[src/source/ara_sys_pkg.sv]
package ara_sys_pkg;

  ////////////////////////////////////////////////////////////////////////////
  // System size
  ////////////////////////////////////////////////////////////////////////////

  // Must stay a power of two, the fork tree is a full binary tree
  localparam int unsigned NrClusters     = 4;
  localparam int unsigned NrLevels       = $clog2(NrClusters);
  localparam int unsigned ElemWidth      = 32;
  // Commands in flight between host accept and response
  localparam int unsigned MaxOutstanding = 4;

  // One element of the distributed vector, also the response word
  typedef logic [ElemWidth-1:0] elem_t;

  ////////////////////////////////////////////////////////////////////////////
  // Command word
  ////////////////////////////////////////////////////////////////////////////

  typedef enum logic [3:0] {
    OP_LOAD  = 4'h0,
    OP_READ  = 4'h1,
    OP_ADD   = 4'h2,
    OP_SLIDE = 4'h3
  } opcode_e;

  // LOAD and READ view
  typedef struct packed {
    opcode_e     opcode;
    logic [3:0]  target;
    logic [23:0] value;
  } cmd_elem_t;

  // ADD view, increment is sign extended to the element width
  typedef struct packed {
    opcode_e            opcode;
    logic signed [27:0] incr;
  } cmd_arith_t;

  // Opcode sits in the top nibble of both views
  typedef union packed {
    cmd_elem_t  elem;
    cmd_arith_t arith;
  } cmd_word_u;

endpackage
[src/source/cluster_cmd_if.sv]
`timescale 1ns/100ps

interface cluster_cmd_if;

  // Command toward the clusters
  logic                   cmd_valid;
  logic                   cmd_ready;
  ara_sys_pkg::cmd_word_u cmd;

  // Completion back toward the host
  logic                   done_valid;
  logic                   done_ready;
  ara_sys_pkg::elem_t     done_data;

  modport parent (
    output cmd_valid, cmd, done_ready,
    input  cmd_ready, done_valid, done_data
  );

  modport child (
    input  cmd_valid, cmd, done_ready,
    output cmd_ready, done_valid, done_data
  );

endinterface

[src/source/vec_cluster_sys.sv]
`timescale 1ns/100ps

module vec_cluster_sys (
  input  logic        clk_i,
  input  logic        rst_i,
  input  logic        cmd_valid_i,
  output logic        cmd_ready_o,
  input  logic [31:0] cmd_i,
  output logic        rsp_valid_o,
  input  logic        rsp_ready_i,
  output logic [31:0] rsp_data_o
);

  // Tree links numbered as a heap, 1 is the root, leaves follow the nodes
  cluster_cmd_if tree_if [1:2*ara_sys_pkg::NrClusters-1] ();

  // Ring links, tx side before the spill, rx side after it
  logic               tx_valid [ara_sys_pkg::NrClusters];
  logic               tx_ready [ara_sys_pkg::NrClusters];
  ara_sys_pkg::elem_t tx_data  [ara_sys_pkg::NrClusters];
  logic               rx_valid [ara_sys_pkg::NrClusters];
  logic               rx_ready [ara_sys_pkg::NrClusters];
  ara_sys_pkg::elem_t rx_data  [ara_sys_pkg::NrClusters];

  cluster_ctrl i_ctrl (
    .clk_i       (clk_i),
    .rst_i       (rst_i),
    .cmd_valid_i (cmd_valid_i),
    .cmd_ready_o (cmd_ready_o),
    .cmd_i       (cmd_i),
    .rsp_valid_o (rsp_valid_o),
    .rsp_ready_i (rsp_ready_i),
    .rsp_data_o  (rsp_data_o),
    .tree_o      (tree_if[1])
  );

  ////////////////////////////////////////////////////////////////////////////
  // Fork tree
  ////////////////////////////////////////////////////////////////////////////

  for (genvar l = 0; l < ara_sys_pkg::NrLevels; l++) begin : g_level
    for (genvar n = 0; n < (1 << l); n++) begin : g_node
      cmd_fork_node i_fork (
        .clk_i  (clk_i),
        .rst_i  (rst_i),
        .up_i   (tree_if[(1 << l) + n]),
        .dn_a_o (tree_if[2 * ((1 << l) + n)]),
        .dn_b_o (tree_if[2 * ((1 << l) + n) + 1])
      );
    end
  end

  ////////////////////////////////////////////////////////////////////////////
  // Clusters and ring
  ////////////////////////////////////////////////////////////////////////////

  for (genvar c = 0; c < ara_sys_pkg::NrClusters; c++) begin : g_cluster
    vec_cluster i_cluster (
      .clk_i           (clk_i),
      .rst_i           (rst_i),
      .cluster_id_i    (4'(c)),
      .cmd_i           (tree_if[ara_sys_pkg::NrClusters + c]),
      .ring_tx_valid_o (tx_valid[c]),
      .ring_tx_ready_i (tx_ready[c]),
      .ring_tx_data_o  (tx_data[c]),
      .ring_rx_valid_i (rx_valid[c]),
      .ring_rx_ready_o (rx_ready[c]),
      .ring_rx_data_i  (rx_data[c])
    );

    // Last spill wraps back to cluster 0
    ring_spill i_spill (
      .clk_i   (clk_i),
      .rst_i   (rst_i),
      .valid_i (tx_valid[c]),
      .ready_o (tx_ready[c]),
      .data_i  (tx_data[c]),
      .valid_o (rx_valid[(c + 1) % ara_sys_pkg::NrClusters]),
      .ready_i (rx_ready[(c + 1) % ara_sys_pkg::NrClusters]),
      .data_o  (rx_data[(c + 1) % ara_sys_pkg::NrClusters])
    );
  end

endmodule

[src/source/cluster_ctrl.sv]
`timescale 1ns/100ps

module cluster_ctrl (
  input  logic                   clk_i,
  input  logic                   rst_i,
  input  logic                   cmd_valid_i,
  output logic                   cmd_ready_o,
  input  ara_sys_pkg::cmd_word_u cmd_i,
  output logic                   rsp_valid_o,
  input  logic                   rsp_ready_i,
  output ara_sys_pkg::elem_t     rsp_data_o,
  cluster_cmd_if.parent          tree_o
);

  logic [$clog2(ara_sys_pkg::MaxOutstanding+1)-1:0] cnt_q;
  logic [$clog2(ara_sys_pkg::MaxOutstanding+1)-1:0] cnt_d;
  ara_sys_pkg::cmd_word_u cmd_q;
  ara_sys_pkg::elem_t     rsp_data_q;
  logic                   cmd_valid_q;
  logic                   cmd_valid_d;
  logic                   ready_q;
  logic                   ready_d;
  logic                   rsp_valid_q;
  logic                   host_fire;
  logic                   tree_fire;
  logic                   done_fire;
  logic                   rsp_fire;

  assign host_fire = cmd_valid_i & ready_q;
  assign tree_fire = cmd_valid_q & tree_o.cmd_ready;
  assign done_fire = tree_o.done_valid & tree_o.done_ready;
  assign rsp_fire  = rsp_valid_q & rsp_ready_i;

  ////////////////////////////////////////////////////////////////////////////
  // Command path and in-flight count
  ////////////////////////////////////////////////////////////////////////////

  always_comb begin
    cmd_valid_d = cmd_valid_q;
    if (tree_fire) cmd_valid_d = 1'b0;
    if (host_fire) cmd_valid_d = 1'b1;
    cnt_d = cnt_q;
    if (host_fire) cnt_d = cnt_d + 1'b1;
    if (rsp_fire) cnt_d = cnt_d - 1'b1;
    // Registered ready, so the host sees a flop
    ready_d = ~cmd_valid_d & (cnt_d < ara_sys_pkg::MaxOutstanding);
  end

  assign cmd_ready_o      = ready_q;
  assign tree_o.cmd_valid = cmd_valid_q;
  assign tree_o.cmd       = cmd_q;

  // Response register toward the host
  assign tree_o.done_ready = ~rsp_valid_q;
  assign rsp_valid_o       = rsp_valid_q;
  assign rsp_data_o        = rsp_data_q;

  always_ff @(posedge clk_i) begin
    if (rst_i) begin
      cnt_q       <= '0;
      cmd_valid_q <= 1'b0;
      ready_q     <= 1'b0;
      rsp_valid_q <= 1'b0;
    end else begin
      cnt_q       <= cnt_d;
      cmd_valid_q <= cmd_valid_d;
      ready_q     <= ready_d;
      if (done_fire) rsp_valid_q <= 1'b1;
      else if (rsp_fire) rsp_valid_q <= 1'b0;
    end
  end

  always_ff @(posedge clk_i) begin
    if (host_fire) cmd_q <= cmd_i;
    if (done_fire) rsp_data_q <= tree_o.done_data;
  end

endmodule

[src/source/vec_cluster.sv]
`timescale 1ns/100ps

module vec_cluster (
  input  logic               clk_i,
  input  logic               rst_i,
  input  logic [3:0]         cluster_id_i,
  cluster_cmd_if.child       cmd_i,
  output logic               ring_tx_valid_o,
  input  logic               ring_tx_ready_i,
  output ara_sys_pkg::elem_t ring_tx_data_o,
  input  logic               ring_rx_valid_i,
  output logic               ring_rx_ready_o,
  input  ara_sys_pkg::elem_t ring_rx_data_i
);

  ara_sys_pkg::elem_t elem_q;
  ara_sys_pkg::elem_t tx_data_q;
  ara_sys_pkg::elem_t done_data_q;
  ara_sys_pkg::elem_t incr_ext;
  ara_sys_pkg::elem_t load_ext;
  logic               done_valid_q;
  logic               tx_pend_q;
  logic               rx_pend_q;
  logic               cmd_fire;
  logic               tx_fire;
  logic               rx_fire;
  logic               slide_done;
  logic               hit;

  // Busy while a completion waits or a slide is in progress
  assign cmd_i.cmd_ready = ~done_valid_q & ~tx_pend_q & ~rx_pend_q;
  assign cmd_fire        = cmd_i.cmd_valid & cmd_i.cmd_ready;

  assign cmd_i.done_valid = done_valid_q;
  assign cmd_i.done_data  = done_data_q;

  // Element view for LOAD and READ, arithmetic view for ADD
  assign hit      = cmd_i.cmd.elem.target == cluster_id_i;
  assign load_ext = {8'h00, cmd_i.cmd.elem.value};
  assign incr_ext = {{4{cmd_i.cmd.arith.incr[27]}}, cmd_i.cmd.arith.incr};

  ////////////////////////////////////////////////////////////////////////////
  // Ring side of SLIDE
  ////////////////////////////////////////////////////////////////////////////

  assign ring_tx_valid_o = tx_pend_q;
  assign ring_tx_data_o  = tx_data_q;
  assign ring_rx_ready_o = rx_pend_q;
  assign tx_fire         = ring_tx_valid_o & ring_tx_ready_i;
  assign rx_fire         = ring_rx_valid_i & ring_rx_ready_o;

  // Last outstanding half finishes this cycle
  assign slide_done = (tx_pend_q | rx_pend_q) & (~tx_pend_q | tx_fire) &
                      (~rx_pend_q | rx_fire);

  always_ff @(posedge clk_i) begin
    if (rst_i) begin
      elem_q       <= '0;
      done_valid_q <= 1'b0;
      tx_pend_q    <= 1'b0;
      rx_pend_q    <= 1'b0;
    end else begin
      if (cmd_i.done_valid & cmd_i.done_ready) done_valid_q <= 1'b0;
      if (tx_fire) tx_pend_q <= 1'b0;
      if (rx_fire) begin
        rx_pend_q <= 1'b0;
        elem_q    <= ring_rx_data_i;
      end
      if (slide_done) done_valid_q <= 1'b1;
      if (cmd_fire) begin
        case (cmd_i.cmd.elem.opcode)
          ara_sys_pkg::OP_LOAD: begin
            if (hit) elem_q <= load_ext;
            done_valid_q <= 1'b1;
          end
          ara_sys_pkg::OP_ADD: begin
            elem_q       <= elem_q + incr_ext;
            done_valid_q <= 1'b1;
          end
          ara_sys_pkg::OP_SLIDE: begin
            tx_pend_q <= 1'b1;
            rx_pend_q <= 1'b1;
          end
          // READ and unknown opcodes just complete
          default: done_valid_q <= 1'b1;
        endcase
      end
    end
  end

  // Old element leaves on the ring, only READ hits return data
  always_ff @(posedge clk_i) begin
    if (cmd_fire) begin
      tx_data_q <= elem_q;
      if (cmd_i.cmd.elem.opcode == ara_sys_pkg::OP_READ && hit) done_data_q <= elem_q;
      else done_data_q <= '0;
    end
  end

endmodule

[src/source/ring_spill.sv]
`timescale 1ns/100ps

module ring_spill (
  input  logic               clk_i,
  input  logic               rst_i,
  input  logic               valid_i,
  output logic               ready_o,
  input  ara_sys_pkg::elem_t data_i,
  output logic               valid_o,
  input  logic               ready_i,
  output ara_sys_pkg::elem_t data_o
);

  logic               a_full_q;
  logic               b_full_q;
  ara_sys_pkg::elem_t a_data_q;
  ara_sys_pkg::elem_t b_data_q;
  logic               a_fill;
  logic               a_drain;
  logic               b_fill;
  logic               b_drain;

  // Input side sees only local state, no path from ready_i
  assign ready_o = ~a_full_q | ~b_full_q;
  assign a_fill  = valid_i & ready_o;

  // A empties either to the output or into B when output stalls
  assign a_drain = a_full_q & ~b_full_q;
  assign b_fill  = a_drain & ~ready_i;
  assign b_drain = b_full_q & ready_i;

  // B holds the older word whenever it is full
  assign valid_o = a_full_q | b_full_q;
  assign data_o  = b_full_q ? b_data_q : a_data_q;

  always_ff @(posedge clk_i) begin
    if (rst_i) begin
      a_full_q <= 1'b0;
      b_full_q <= 1'b0;
    end else begin
      if (a_fill | a_drain) a_full_q <= a_fill;
      if (b_fill | b_drain) b_full_q <= b_fill;
    end
  end

  always_ff @(posedge clk_i) begin
    if (a_fill) a_data_q <= data_i;
    if (b_fill) b_data_q <= a_data_q;
  end

endmodule

[src/source/cmd_fork_node.sv]
`timescale 1ns/100ps

module cmd_fork_node (
  input  logic          clk_i,
  input  logic          rst_i,
  cluster_cmd_if.child  up_i,
  cluster_cmd_if.parent dn_a_o,
  cluster_cmd_if.parent dn_b_o
);

  ara_sys_pkg::cmd_word_u cmd_q;
  logic                   pend_a_q;
  logic                   pend_b_q;
  logic                   slot_a_full_q;
  logic                   slot_b_full_q;
  ara_sys_pkg::elem_t     slot_a_q;
  ara_sys_pkg::elem_t     slot_b_q;
  logic                   up_fire;
  logic                   done_a_fire;
  logic                   done_b_fire;
  logic                   join_fire;

  ////////////////////////////////////////////////////////////////////////////
  // Command fork
  ////////////////////////////////////////////////////////////////////////////

  // New command only once both children took the held one
  assign up_i.cmd_ready = ~pend_a_q & ~pend_b_q;
  assign up_fire        = up_i.cmd_valid & up_i.cmd_ready;

  assign dn_a_o.cmd_valid = pend_a_q;
  assign dn_a_o.cmd       = cmd_q;
  assign dn_b_o.cmd_valid = pend_b_q;
  assign dn_b_o.cmd       = cmd_q;

  ////////////////////////////////////////////////////////////////////////////
  // Completion join
  ////////////////////////////////////////////////////////////////////////////

  assign dn_a_o.done_ready = ~slot_a_full_q;
  assign dn_b_o.done_ready = ~slot_b_full_q;
  assign done_a_fire       = dn_a_o.done_valid & dn_a_o.done_ready;
  assign done_b_fire       = dn_b_o.done_valid & dn_b_o.done_ready;

  // At most one child returns nonzero data (READ), so OR merges the pair
  assign up_i.done_valid = slot_a_full_q & slot_b_full_q;
  assign up_i.done_data  = slot_a_q | slot_b_q;
  assign join_fire       = up_i.done_valid & up_i.done_ready;

  always_ff @(posedge clk_i) begin
    if (rst_i) begin
      pend_a_q      <= 1'b0;
      pend_b_q      <= 1'b0;
      slot_a_full_q <= 1'b0;
      slot_b_full_q <= 1'b0;
    end else begin
      if (up_fire) begin
        pend_a_q <= 1'b1;
        pend_b_q <= 1'b1;
      end else begin
        if (dn_a_o.cmd_ready) pend_a_q <= 1'b0;
        if (dn_b_o.cmd_ready) pend_b_q <= 1'b0;
      end
      if (done_a_fire) slot_a_full_q <= 1'b1;
      else if (join_fire) slot_a_full_q <= 1'b0;
      if (done_b_fire) slot_b_full_q <= 1'b1;
      else if (join_fire) slot_b_full_q <= 1'b0;
    end
  end

  always_ff @(posedge clk_i) begin
    if (up_fire) cmd_q <= up_i.cmd;
    if (done_a_fire) slot_a_q <= dn_a_o.done_data;
    if (done_b_fire) slot_b_q <= dn_b_o.done_data;
  end

endmodule

[config.mk]
export PLATFORM = sky130hd
export DESIGN_NAME = vec_cluster_sys
export DESIGN_NICKNAME = d
export VERILOG_FILES = /design/src/source/ara_sys_pkg.sv /design/src/source/cluster_cmd_if.sv /design/src/source/vec_cluster_sys.sv /design/src/source/cluster_ctrl.sv /design/src/source/vec_cluster.sv /design/src/source/ring_spill.sv /design/src/source/cmd_fork_node.sv
export SDC_FILE = /design/constraint.sdc
export NUM_CORES = 1
export LEC_CHECK = 0
export ABC_AREA = 1
export CORE_ASPECT_RATIO = 0.9
export CORE_MARGIN = 1.5
export CORE_UTILIZATION = 41
export DETAILED_ROUTE_END_ITERATION = 10
export DONT_BUFFER_PORTS = 1
export PLACE_DENSITY = 0.6
export SLEW_MARGIN = 20
export SYNTH_ARGS = -nofsm -noshare
export SYNTH_HDL_FRONTEND = slang
export SYNTH_HIERARCHICAL = 1
export SYNTH_SLANG_ARGS = --single-unit
[constraint.sdc]
create_clock -name clk_i -period 4.1 [get_ports clk_i]
set_input_delay 0.205 -clock clk_i [delete_from_list [all_inputs] [get_ports clk_i]]
set_output_delay 0.205 -clock clk_i [all_outputs]
set_load 0.005 [all_outputs]
Word level (Yosys, flattened, before mapping)
Cells that the tools add are included.

operators by class
  $add $sub $neg = 6
  reductions and logical operators = 20
  shift-type cells = 0
  muxes and demuxes = 87
  divide/modulo/power cells = 0
  bitwise gates (word level) = 124
  $lt $le $gt $ge = 1
  eq/ne operators = 9
  multiply operators = 0

operators by type and width
  cell                                                  count
  two-way mux 32 bit                                    16
  one-hot mux 32 bit (2 select lines)                   4
  adder 32 bit                                          4
  OR 32 bit                                             3
  two-way mux 1 bit                                     65
  AND 1 bit                                             59
  inverter 1 bit                                        34
  OR 1 bit                                              28
  nonzero test 2 bit                                    13
  equality test 4 x 2 -> 1 bit (second input constant)  6
  equality test 4 x 1 -> 1 bit (second input constant)  3
  logical NOT 4 bit                                     3
  two-way mux 3 bit                                     2
  logical AND 1 bit                                     4
  adder 3 x 1 -> 3 bit (second input constant)          1
  less-than comparator 3 bit (second input constant)    1
  subtractor 3 x 1 -> 3 bit (second input constant)     1

word-level totals
  memories kept = 0
  memory bits (writable) = 0
  register bits = 1030
  ROM bits = 0
  logic and storage cells = 314
  latch bits = 0

Depth between registers and ports, before layout
Gate-level depths: netlist of run 1.

  depth in word-level cells = 9
  gate-level depth with buffers = 16
  gate-level depth less buffers = 15

Modules after synthesis
Netlist of run 1, hierarchy kept.

by module, submodules not included
  module                                    instances  area each (um2)  cells an instance
  vec_cluster (g_cluster[1].i_cluster ...)  3          6471.2           872
  cmd_fork_node                             3          3500.9           187
  ring_spill                                4          2476.1           179
  vec_cluster (g_cluster[0].i_cluster)      1          6454.9           873
  cluster_ctrl                              1          2240.9           110
  vec_cluster_sys                           1          7.5              2

Worst setup path after synthesis of run 1
Ideal clock, no wire load.

  kind = register to register
  from = register g_cluster[0].i_spill.b_full_q
  to = register g_cluster[0].i_spill.b_data_q[0], enable pin
  arrival time = 2673 ps
  cell stages (with the launch flop) = 3
  data required time = 3639 ps
  path slack = 966 ps
  buffers on the path = 1
  cell sequence = dfxtp_1 > buf_6 > nor3_1

between the ends
  longest elaborated chain between the ends = 3

ends and longest elaborated chain
  element                          line              RTL
  start: declaration               ring_spill.sv:15  logic b_full_q;
  start signal: assignment         ring_spill.sv:42  if (b_fill | b_drain) b_full_q <= b_fill;
  inverter 1 bit                   ring_spill.sv:28  assign a_drain = a_full_q & ~b_full_q;
  AND 1 bit                        ring_spill.sv:28
  AND 1 bit                        ring_spill.sv:29  assign b_fill = a_drain & ~ready_i;
  via g_cluster[0].i_spill.b_fill  ring_spill.sv:20  logic b_fill;
  end signal: assignment           ring_spill.sv:48  if (b_fill) b_data_q <= a_data_q;
  end: declaration                 ring_spill.sv:17  ara_sys_pkg::elem_t b_data_q;

The timed path passes the listed nets, and every way through them passes these cells.
A chain may end at the register's enable or synchronous reset.

Worst setup path in the final report of run 1
  from = register g_level[1].g_node[1].i_fork.cmd_q, in the netlist g_level[1].g_node[1].i_fork/dn_a_o.cmd[27]
  to = register g_cluster[3].i_cluster.done_data_q[24] (data pin)

between the ends
  longest elaborated chain between the ends = 2

ends and longest elaborated chain
  element                       line                 RTL
  start: declaration            cmd_fork_node.sv:11  ara_sys_pkg::cmd_word_u cmd_q;
  start signal: assignment      cmd_fork_node.sv:72  if (up_fire) cmd_q <= up_i.cmd;
  equality test 4 x 2 -> 1 bit  vec_cluster.sv:38    assign hit = cmd_i.cmd.elem.target == cluster_id_i;
  logical AND 1 bit             vec_cluster.sv:95    if (cmd_i.cmd.elem.opcode == ara_sys_pkg::OP_READ && hit) done_data_q <= elem_q;
  end signal: assignment        vec_cluster.sv:95
  end: declaration              vec_cluster.sv:18    ara_sys_pkg::elem_t done_data_q;

No other way between the ends.

==> flow_summary.json, run 1 <==
{
  "timing.hold.worst_path_depth": 2,
  "fmax_mhz": 318,
  "globalRouteTotalUtil_pct": 25.3,
  "fp.dieH_um": 329,
  "timing.critical_path.max_delay_family": "buffers and inverters",
  "boundaryPins": 70,
  "met3_wirelength_mm": 17.4,
  "worst_path_largest_cell_delay_ns": 0.74,
  "minimum_period_implied_by_the_final_worst_setup_slack_ns": 3.14,
  "dieArea_sq_um": 120000,
  "vdd_ir_drop_max_v": 0.000376,
  "number_of_synthesized_flops_with_an_enable_pin": 864,
  "cp_num_buf_inv": 2,
  "power.density_cell_area_nw_per_um2": 398,
  "gpl.final_weighted_congestion": 1.02,
  "number_of_port_buffers": 0,
  "timing.hold.ws_ns": -0.0341,
  "grt_setup_unrepaired": "false",
  "detail_route.iter0.violations": 3802,
  "cts.clk_slew.worst_paths_ns": 0.07,
  "post_synth_inst_count": 4878,
  "stdcell_count": 6520,
  "crit_path_top_delay_cell": "sky130_fd_sc_hd__edfxtp_1",
  "drive_gt1_share_pct": 11.1,
  "post_drt_wl_per_cell_um": 23.5,
  "area_occupied_by_multi_input_gates_sq_um": 15900,
  "site_row_count": 119,
  "detail_route.first_pass.iterations": 6,
  "finish.instance_area_sq_um": 53200,
  "endpoint_arrival_time_on_the_critical_path_ns": 3.58,
  "largest_net_degree_at_the_start_of_global_routing": 161,
  "avgViaCountPerCell": 5.26,
  "grt_pass1_wl_mm": 217,
  "initial_utilization_pct": 41.4,
  "final_cell_mix": "sky130_fd_sc_hd__nand2_1, sky130_fd_sc_hd__edfxtp_1, sky130_fd_sc_hd__inv_1, sky130_fd_sc_hd__nor2_1, sky130_fd_sc_hd__a21oi_1",
  "r2r_cells": 7,
  "power_leakage_nw": 20.9,
  "detail-route-antenna-nets": 0,
  "dominant_synthesized_flop_cell": "sky130_fd_sc_hd__edfxtp_1",
  "ys.warnings.count": 6,
  "final-hold-violation-count": 6,
  "synth-seq-area-share_pct": 60.3,
  "aggregate_negative_setup_slack_ns": 0,
  "dpl_cell_area_sq_um": 49400,
  "fin_skew_ns": 0.0447,
  "worst_slew_margin_rel_pct": 27.9,
  "drt-met1-wl_mm": 70.1,
  "worst-r2r-setup-slack_ns": 0.96,
  "tightest_slew_ns": 1.08,
  "clk_buf_depth": 3,
  "mostFrequentLayoutCell": "sky130_fd_sc_hd__nand2_1",
  "insertion_delay_ns": 0.74,
  "net_count_reported_at_finish": 5024,
  "synth_async_sr_flop_share_pct": 0,
  "outcome": "complete, but fails checks",
  "final.fill_count": 11100,
  "final.period_utilization_pct": 76.6,
  "critical_path_class": "reg2reg",
  "antenna_violations_before_repair": 2,
  "cts_tree": "yes",
  "place.detailed.hpwl_mm": 117,
  "crit_fanout": 32,
  "worstReg2RegStart": "g_level[1].g_node[1].i_fork/dn_a_o.cmd[27]",
  "synth_cell_area_sq_um": 48500,
  "synth_seq_cells": 1030,
  "overflow": 0,
  "crit_required_ns": 4.54,
  "route.met2.wl_mm": 61.0,
  "route.final.wire_length_mm": 153,
  "regToRegEndpoint": "g_cluster[3].i_cluster/cmd_i.done_data[24]",
  "cts_sinks": 1030,
  "cts_root_buffer": "sky130_fd_sc_hd__clkbuf_16",
  "maxUsedRoutingLayer": "met5",
  "hold_crit_start": "rst_i",
  "drc_errors": 0,
  "final_core_util_pct": 45.4,
  "seq_cell_area_sq_um": 29300,
  "timing.critical_path.to_type": "flop",
  "timing.final.setup_violations": 0,
  "post_synth.cell_area_avg_sq_um": 9.95,
  "maxCapViolations": 0,
  "timing.hold.worst.class": "in2reg",
  "die-width_um": 366,
  "core_region_area_sq_um": 117000,
  "yosys.cell_types.count": 48,
  "slew_violations": 0,
  "clock_tree.htree_level_count": 3,
  "first_global_vias": 31400,
  "crit_path_frequent_cell": "sky130_fd_sc_hd__nor2_1",
  "syn_to_final_growth_pct": 9.56,
  "number_of_cells_after_detailed_placement": 6289,
  "critical_path_cell_by_cell": "xor2_1 > nor2_1 > nand2_2 > clkinv_1 > nand4_1 > buf_4 > nor2_1",
  "numCtsBuffers": 103,
  "startpoint_type": "flop",
  "hold-path-endpoint": "g_cluster[3].i_cluster/elem_q[4]",
  "vias": 34300,
  "failed_checks": "hold timing"
}
metal layers:
layer  global-route usage (%)  vias to the layer above
li1                         -                    16200
met1                     39.1                    16400
met2                     34.8                     1517
met5                        0                        -
met4                     7.22                        2
met3                     6.23                      185
registers in the layout, indices dropped and copies added, names as in the netlist, 32 cells and up:
name / flops
g_cluster.i_spill/b_data_q: 128
g_cluster.i_cluster/elem_q: 128
g_cluster.i_spill/a_data_q: 128
g_level.g_node.i_fork/dn_a_o.cmd: 96
g_level.g_node.i_fork/slot_b_q: 96
g_cluster.i_cluster/ring_tx_data_o: 128
i_ctrl/rsp_data_o: 32
i_ctrl/tree_o.cmd: 32
g_cluster.i_cluster/cmd_i.done_data: 128
g_level.g_node.i_fork/slot_a_q: 96
power by group:
group	internal [W]	switching (W)
sequential	0.0113	0.0000808
clock	0.00524	0.00415
combinational	0.000106	0.000260
total	0.0167	0.00449
cells by family after synthesis:
family	after synthesis	synth area share, %
xor+xnor	21	0.395
flops	1030	60.3
fa+ha+maj	130	3.41
other cells	2	0.0155
buf+inv	731	7.28
compound gates	586	7.19
simple gates	2378	21.4
area by class of cell:
type / count / area share (%)
inverter: 515 / 3.68
multi-input combinational: 3131 / 29.8
antenna: 1 / 0.00471
tap: 1573 / 3.70
clock buffer: 132 / 5.19
sequential: 1030 / 55.1
timing repair buffer: 77 / 1.36
clock inverter: 61 / 1.17
worst max path at each step:
stage / from / end / slack (ns) / cells after the start
6_report: g_level[1].g_node[1].i_fork/dn_a_o.cmd[27] / g_cluster[3].i_cluster/cmd_i.done_data[24] / 0.96 / 7
2_1_floorplan: g_cluster[0].i_spill/b_full_q / g_cluster[0].i_spill/b_data_q[0] / 0.97 / 2
5_1_grt: g_level[1].g_node[1].i_fork/dn_a_o.cmd[27] / g_cluster[3].i_cluster/cmd_i.done_data[29] / 0.83 / 7
3_5_place_dp: g_level[1].g_node[1].i_fork/dn_a_o.cmd[27] / g_cluster[3].i_cluster/cmd_i.done_data[24] / 1.01 / 7
3_3_place_gp: g_level[1].g_node[1].i_fork/dn_a_o.cmd[27] / g_cluster[3].i_cluster/cmd_i.done_data[11] / 1.11 / 7
4_1_cts: g_level[1].g_node[1].i_fork/dn_a_o.cmd[27] / g_cluster[3].i_cluster/cmd_i.done_data[24] / 1.0 / 7
cell usage after synthesis, types with 5 or more instances:
master                     number  share of area, %
sky130_fd_sc_hd__a21o_1         8              0.12
sky130_fd_sc_hd__a21oi_1      275               2.8
sky130_fd_sc_hd__a21oi_2       25              0.45
sky130_fd_sc_hd__a32o_1         7              0.14
sky130_fd_sc_hd__buf_1          7             0.054
sky130_fd_sc_hd__buf_2         37              0.38
sky130_fd_sc_hd__buf_4        112               1.7
sky130_fd_sc_hd__buf_6         24              0.56
sky130_fd_sc_hd__clkbuf_1      26              0.20
sky130_fd_sc_hd__clkbuf_8       5              0.14
sky130_fd_sc_hd__clkinv_1       8             0.062
sky130_fd_sc_hd__dfxtp_1      166               6.8
sky130_fd_sc_hd__edfxtp_1     864                53
sky130_fd_sc_hd__ha_1         126               3.2
sky130_fd_sc_hd__inv_1        487               3.8
sky130_fd_sc_hd__inv_2         16              0.12
sky130_fd_sc_hd__nand2_1     1352                10
sky130_fd_sc_hd__nand2_2       88               1.1
sky130_fd_sc_hd__nand2_4        6              0.14
sky130_fd_sc_hd__nand3_1      243               2.5
sky130_fd_sc_hd__nand3_2       12              0.25
sky130_fd_sc_hd__nand3b_1      20              0.31
sky130_fd_sc_hd__nand4_1       37              0.48
sky130_fd_sc_hd__nor2_1       398               3.1
sky130_fd_sc_hd__nor2_2        21              0.27
sky130_fd_sc_hd__nor2_4        10              0.23
sky130_fd_sc_hd__nor3_1        36              0.37
sky130_fd_sc_hd__nor3_2         8              0.17
sky130_fd_sc_hd__o211ai_1     124               1.9
sky130_fd_sc_hd__o21ai_0       77              0.79
sky130_fd_sc_hd__o21ai_1       34              0.35
sky130_fd_sc_hd__o21bai_1      23              0.36
sky130_fd_sc_hd__o22ai_1        5             0.064
sky130_fd_sc_hd__or2_2        132               1.7
sky130_fd_sc_hd__xor2_1        20              0.36
metrics by stage:
step                hold WS (ns)  setup slack [ns]  power (W)
floorplan                  0.274             0.966     0.0118
global placement           0.304              1.11     0.0119
detailed placement         0.304              1.01     0.0119
CTS                       0.0224              1.00     0.0213
global route              0.0249             0.834     0.0218
finish                   -0.0341             0.958     0.0212
timing repair:
item,4_1_cts,5_1_grt
setup buffers,0,0
gates resized for setup,0,0
hold endpoints to repair,198,0
hold buffers,37,0
Power figures use the tool's default switching activity.
==> run 2, diff against run 1 <==
- clock period: 4.1 -> 3.2 ns (I/O delays scaled with it)
==> flow_summary.json, run 2 (synthesis gave the netlist of run 1 again) <==
{
  "slew_violations": 0,
  "seq_power_share_pct": 52.4,
  "setup_slack_ns": 0.103,
  "maxCapViolations": 0,
  "tightest_slew_ns": 1.02,
  "power.switching_fraction_pct": 21.3,
  "dieArea_sq_um": 120000,
  "minimum_period_implied_by_the_final_worst_setup_slack_ns": 3.10,
  "final.period_utilization_pct": 96.8,
  "largest_net_degree_at_the_start_of_global_routing": 161,
  "clk_buf_depth": 3,
  "final_core_util_pct": 45.8,
  "fin_skew_ns": 0.0523,
  "detail_route.first_pass.iterations": 5,
  "final_cell_mix": "sky130_fd_sc_hd__nand2_1, sky130_fd_sc_hd__edfxtp_1, sky130_fd_sc_hd__inv_1, sky130_fd_sc_hd__nor2_1, sky130_fd_sc_hd__a21oi_1",
  "crit_required_ns": 3.86,
  "globalRouteTotalUtil_pct": 26.4,
  "core_region_area_sq_um": 117000,
  "net_count_reported_at_finish": 5059,
  "cts_root_buffer": "sky130_fd_sc_hd__clkbuf_16",
  "crit_fanout": 5,
  "final.fill_count": 11000,
  "detail_route.iter0.violations": 4255,
  "numCtsBuffers": 105,
  "clock_tree.htree_level_count": 3,
  "worst_slack_at_placement_ns": 0.0593,
  "intPower_w": 0.0219,
  "power.switching_w": 0.00595,
  "aggregate_negative_setup_slack_ns": 0,
  "site_row_count": 119,
  "timing.critical_path.to_type": "flop",
  "worst_path_largest_cell_delay_ns": 0.44,
  "number_of_cells_after_detailed_placement": 6320,
  "detail-route-antenna-nets": 0,
  "area_occupied_by_multi_input_gates_sq_um": 15900,
  "drive_gt1_share_pct": 12.0,
  "vias": 34700,
  "number_of_port_buffers": 0,
  "timing.hold.worst.class": "in2reg",
  "seq_cell_area_sq_um": 29300,
  "gpl.final_weighted_congestion": 1.04,
  "place.detailed.hpwl_mm": 121,
  "crit_path_frequent_cell": "sky130_fd_sc_hd__nand2_1",
  "post_drt_wl_per_cell_um": 24.3,
  "startpoint_type": "flop",
  "antenna_violations_before_repair": 7,
  "syn_to_final_growth_pct": 10.6,
  "fmax_mhz": 323,
  "worst_slew_margin_rel_pct": 32.0,
  "cts_tree": "yes",
  "pwr-share-comb_pct": 1.8,
  "boundaryPins": 70,
  "initial_utilization_pct": 41.4,
  "crit_path_top_delay_cell": "sky130_fd_sc_hd__edfxtp_1",
  "vdd_ir_drop_max_v": 0.000460,
  "critical_path_cell_by_cell": "ha_1 > inv_1 > fa_1 > inv_1 > nand3_1 > nand3_1 > nand2_1 > nand2_1 > nand3_1 > nand2_1 > nor2_1 > o21ai_1 > nand2_1 > a21oi_1",
  "drc_errors": 0,
  "power_leakage_nw": 21.2,
  "endpoint_arrival_time_on_the_critical_path_ns": 3.76,
  "critical_path_class": "reg2reg",
  "cts_sinks": 1030,
  "insertion_delay_ns": 0.74,
  "outcome": "finished clean",
  "power.density_cell_area_nw_per_um2": 519,
  "overflow": 0,
  "stdcell_count": 6562,
  "first_global_vias": 32200,
  "pwr-share-clk_pct": 45.9,
  "route.final.wire_length_mm": 159,
  "timing.final.setup_violations": 0,
  "worst-r2r-setup-slack_ns": 0.10,
  "dpl_cell_area_sq_um": 49600,
  "cts.clk_slew.worst_paths_ns": 0.06,
  "final-hold-violation-count": 0,
  "grt_pass1_wl_mm": 226,
  "finish.instance_area_sq_um": 53700,
  "avgViaCountPerCell": 5.29,
  "die-width_um": 366,
  "fp.dieH_um": 329,
  "grt_setup_unrepaired": "false",
  "mostFrequentLayoutCell": "sky130_fd_sc_hd__nand2_1"
}
[run 2: changes by cell type in the layout (fill, tap and decap cells not counted), moves of 3 or more]
| cell | before | now |
|---|---|---|
| sky130_fd_sc_hd__clkbuf_1 | 23 | 18 |
| sky130_fd_sc_hd__bufinv_16 | 7 | 12 |
| sky130_fd_sc_hd__clkinv_1 | 24 | 19 |
| sky130_fd_sc_hd__clkinvlp_4 | 7 | 14 |
| sky130_fd_sc_hd__inv_1 | 484 | 487 |
| sky130_fd_sc_hd__buf_4 | 38 | 69 |
[run 2: area by class of cell]
type,instances,share of cell area [%]
Antenna cell,3,0.0140
Timing Repair Buffer,110,1.80
Clock inverter,69,1.50
Clock buffer,131,5.25
Multi-Input combinational cell,3131,29.6
Tap cell,1573,3.67
Sequential cell,1030,54.5
Inverter,515,3.65
[run 2: path summary, 6_finish.rpt]
kind	startpoint	end	cells after the start
worst max-delay path	g_level[1].g_node[0].i_fork/dn_a_o.cmd[0]	g_cluster[0].i_cluster/elem_q[14]	14
worst min-delay path	cmd_i[8]	i_ctrl/tree_o.cmd[8]	1
worst max register to register	g_level[1].g_node[0].i_fork/dn_a_o.cmd[0]	g_cluster[0].i_cluster/elem_q[14]	14
worst min register to register	g_cluster[3].i_cluster/ring_tx_data_o[18]	g_cluster[3].i_spill/a_data_q[18]	0
[run 2: worst max-delay path, delay by kind of cell, from the launching register on]
kind                     cells  cell delay [ns]
AO/OA/AOI/OAI                2             0.51
adder cells (fa/ha/maj)      2             0.63
buffers and inverters        2             0.24
flip-flops                   1             0.44
AND/OR/NAND/NOR              8             1.18
[run 2: metrics by stage]
step                      power, W  hold slack [ns]
after floorplan             0.0152            0.229
after global placement      0.0153            0.259
after detailed placement    0.0153            0.259
after CTS                   0.0281          0.00220
after global routing        0.0286           0.0352
final                       0.0279           0.0629
[run 2: power by group through the flow]
stage / logic (W) / registers, W / clock network, W
floorplan: 0.000342 / 0.0148 / 0
global placement: 0.000402 / 0.0149 / 0
detailed placement: 0.000404 / 0.0149 / 0
CTS: 0.000488 / 0.0146 / 0.0130
global route: 0.000541 / 0.0146 / 0.0135
finish: 0.000496 / 0.0146 / 0.0128
[run 2: routing by layer]
| layer | vias to the layer above | global-route usage (%) | wire length [um] |
|---|---|---|---|
| met5 | - | 0 | 14 |
| met1 | 16700 | 40.2 | 72700 |
| met2 | 1505 | 35.8 | 63500 |
| met3 | 200 | 7.64 | 18000 |
| li1 | 16300 | - | - |
| met4 | 2 | 8.24 | 4950 |
[run 2: timing repair]
item	in CTS	in global routing
resized for setup	0	1
buffers inserted	0	0
hold buffers	39	0
setup endpoints to repair	0	1
endpoints found under the hold margin	199	0
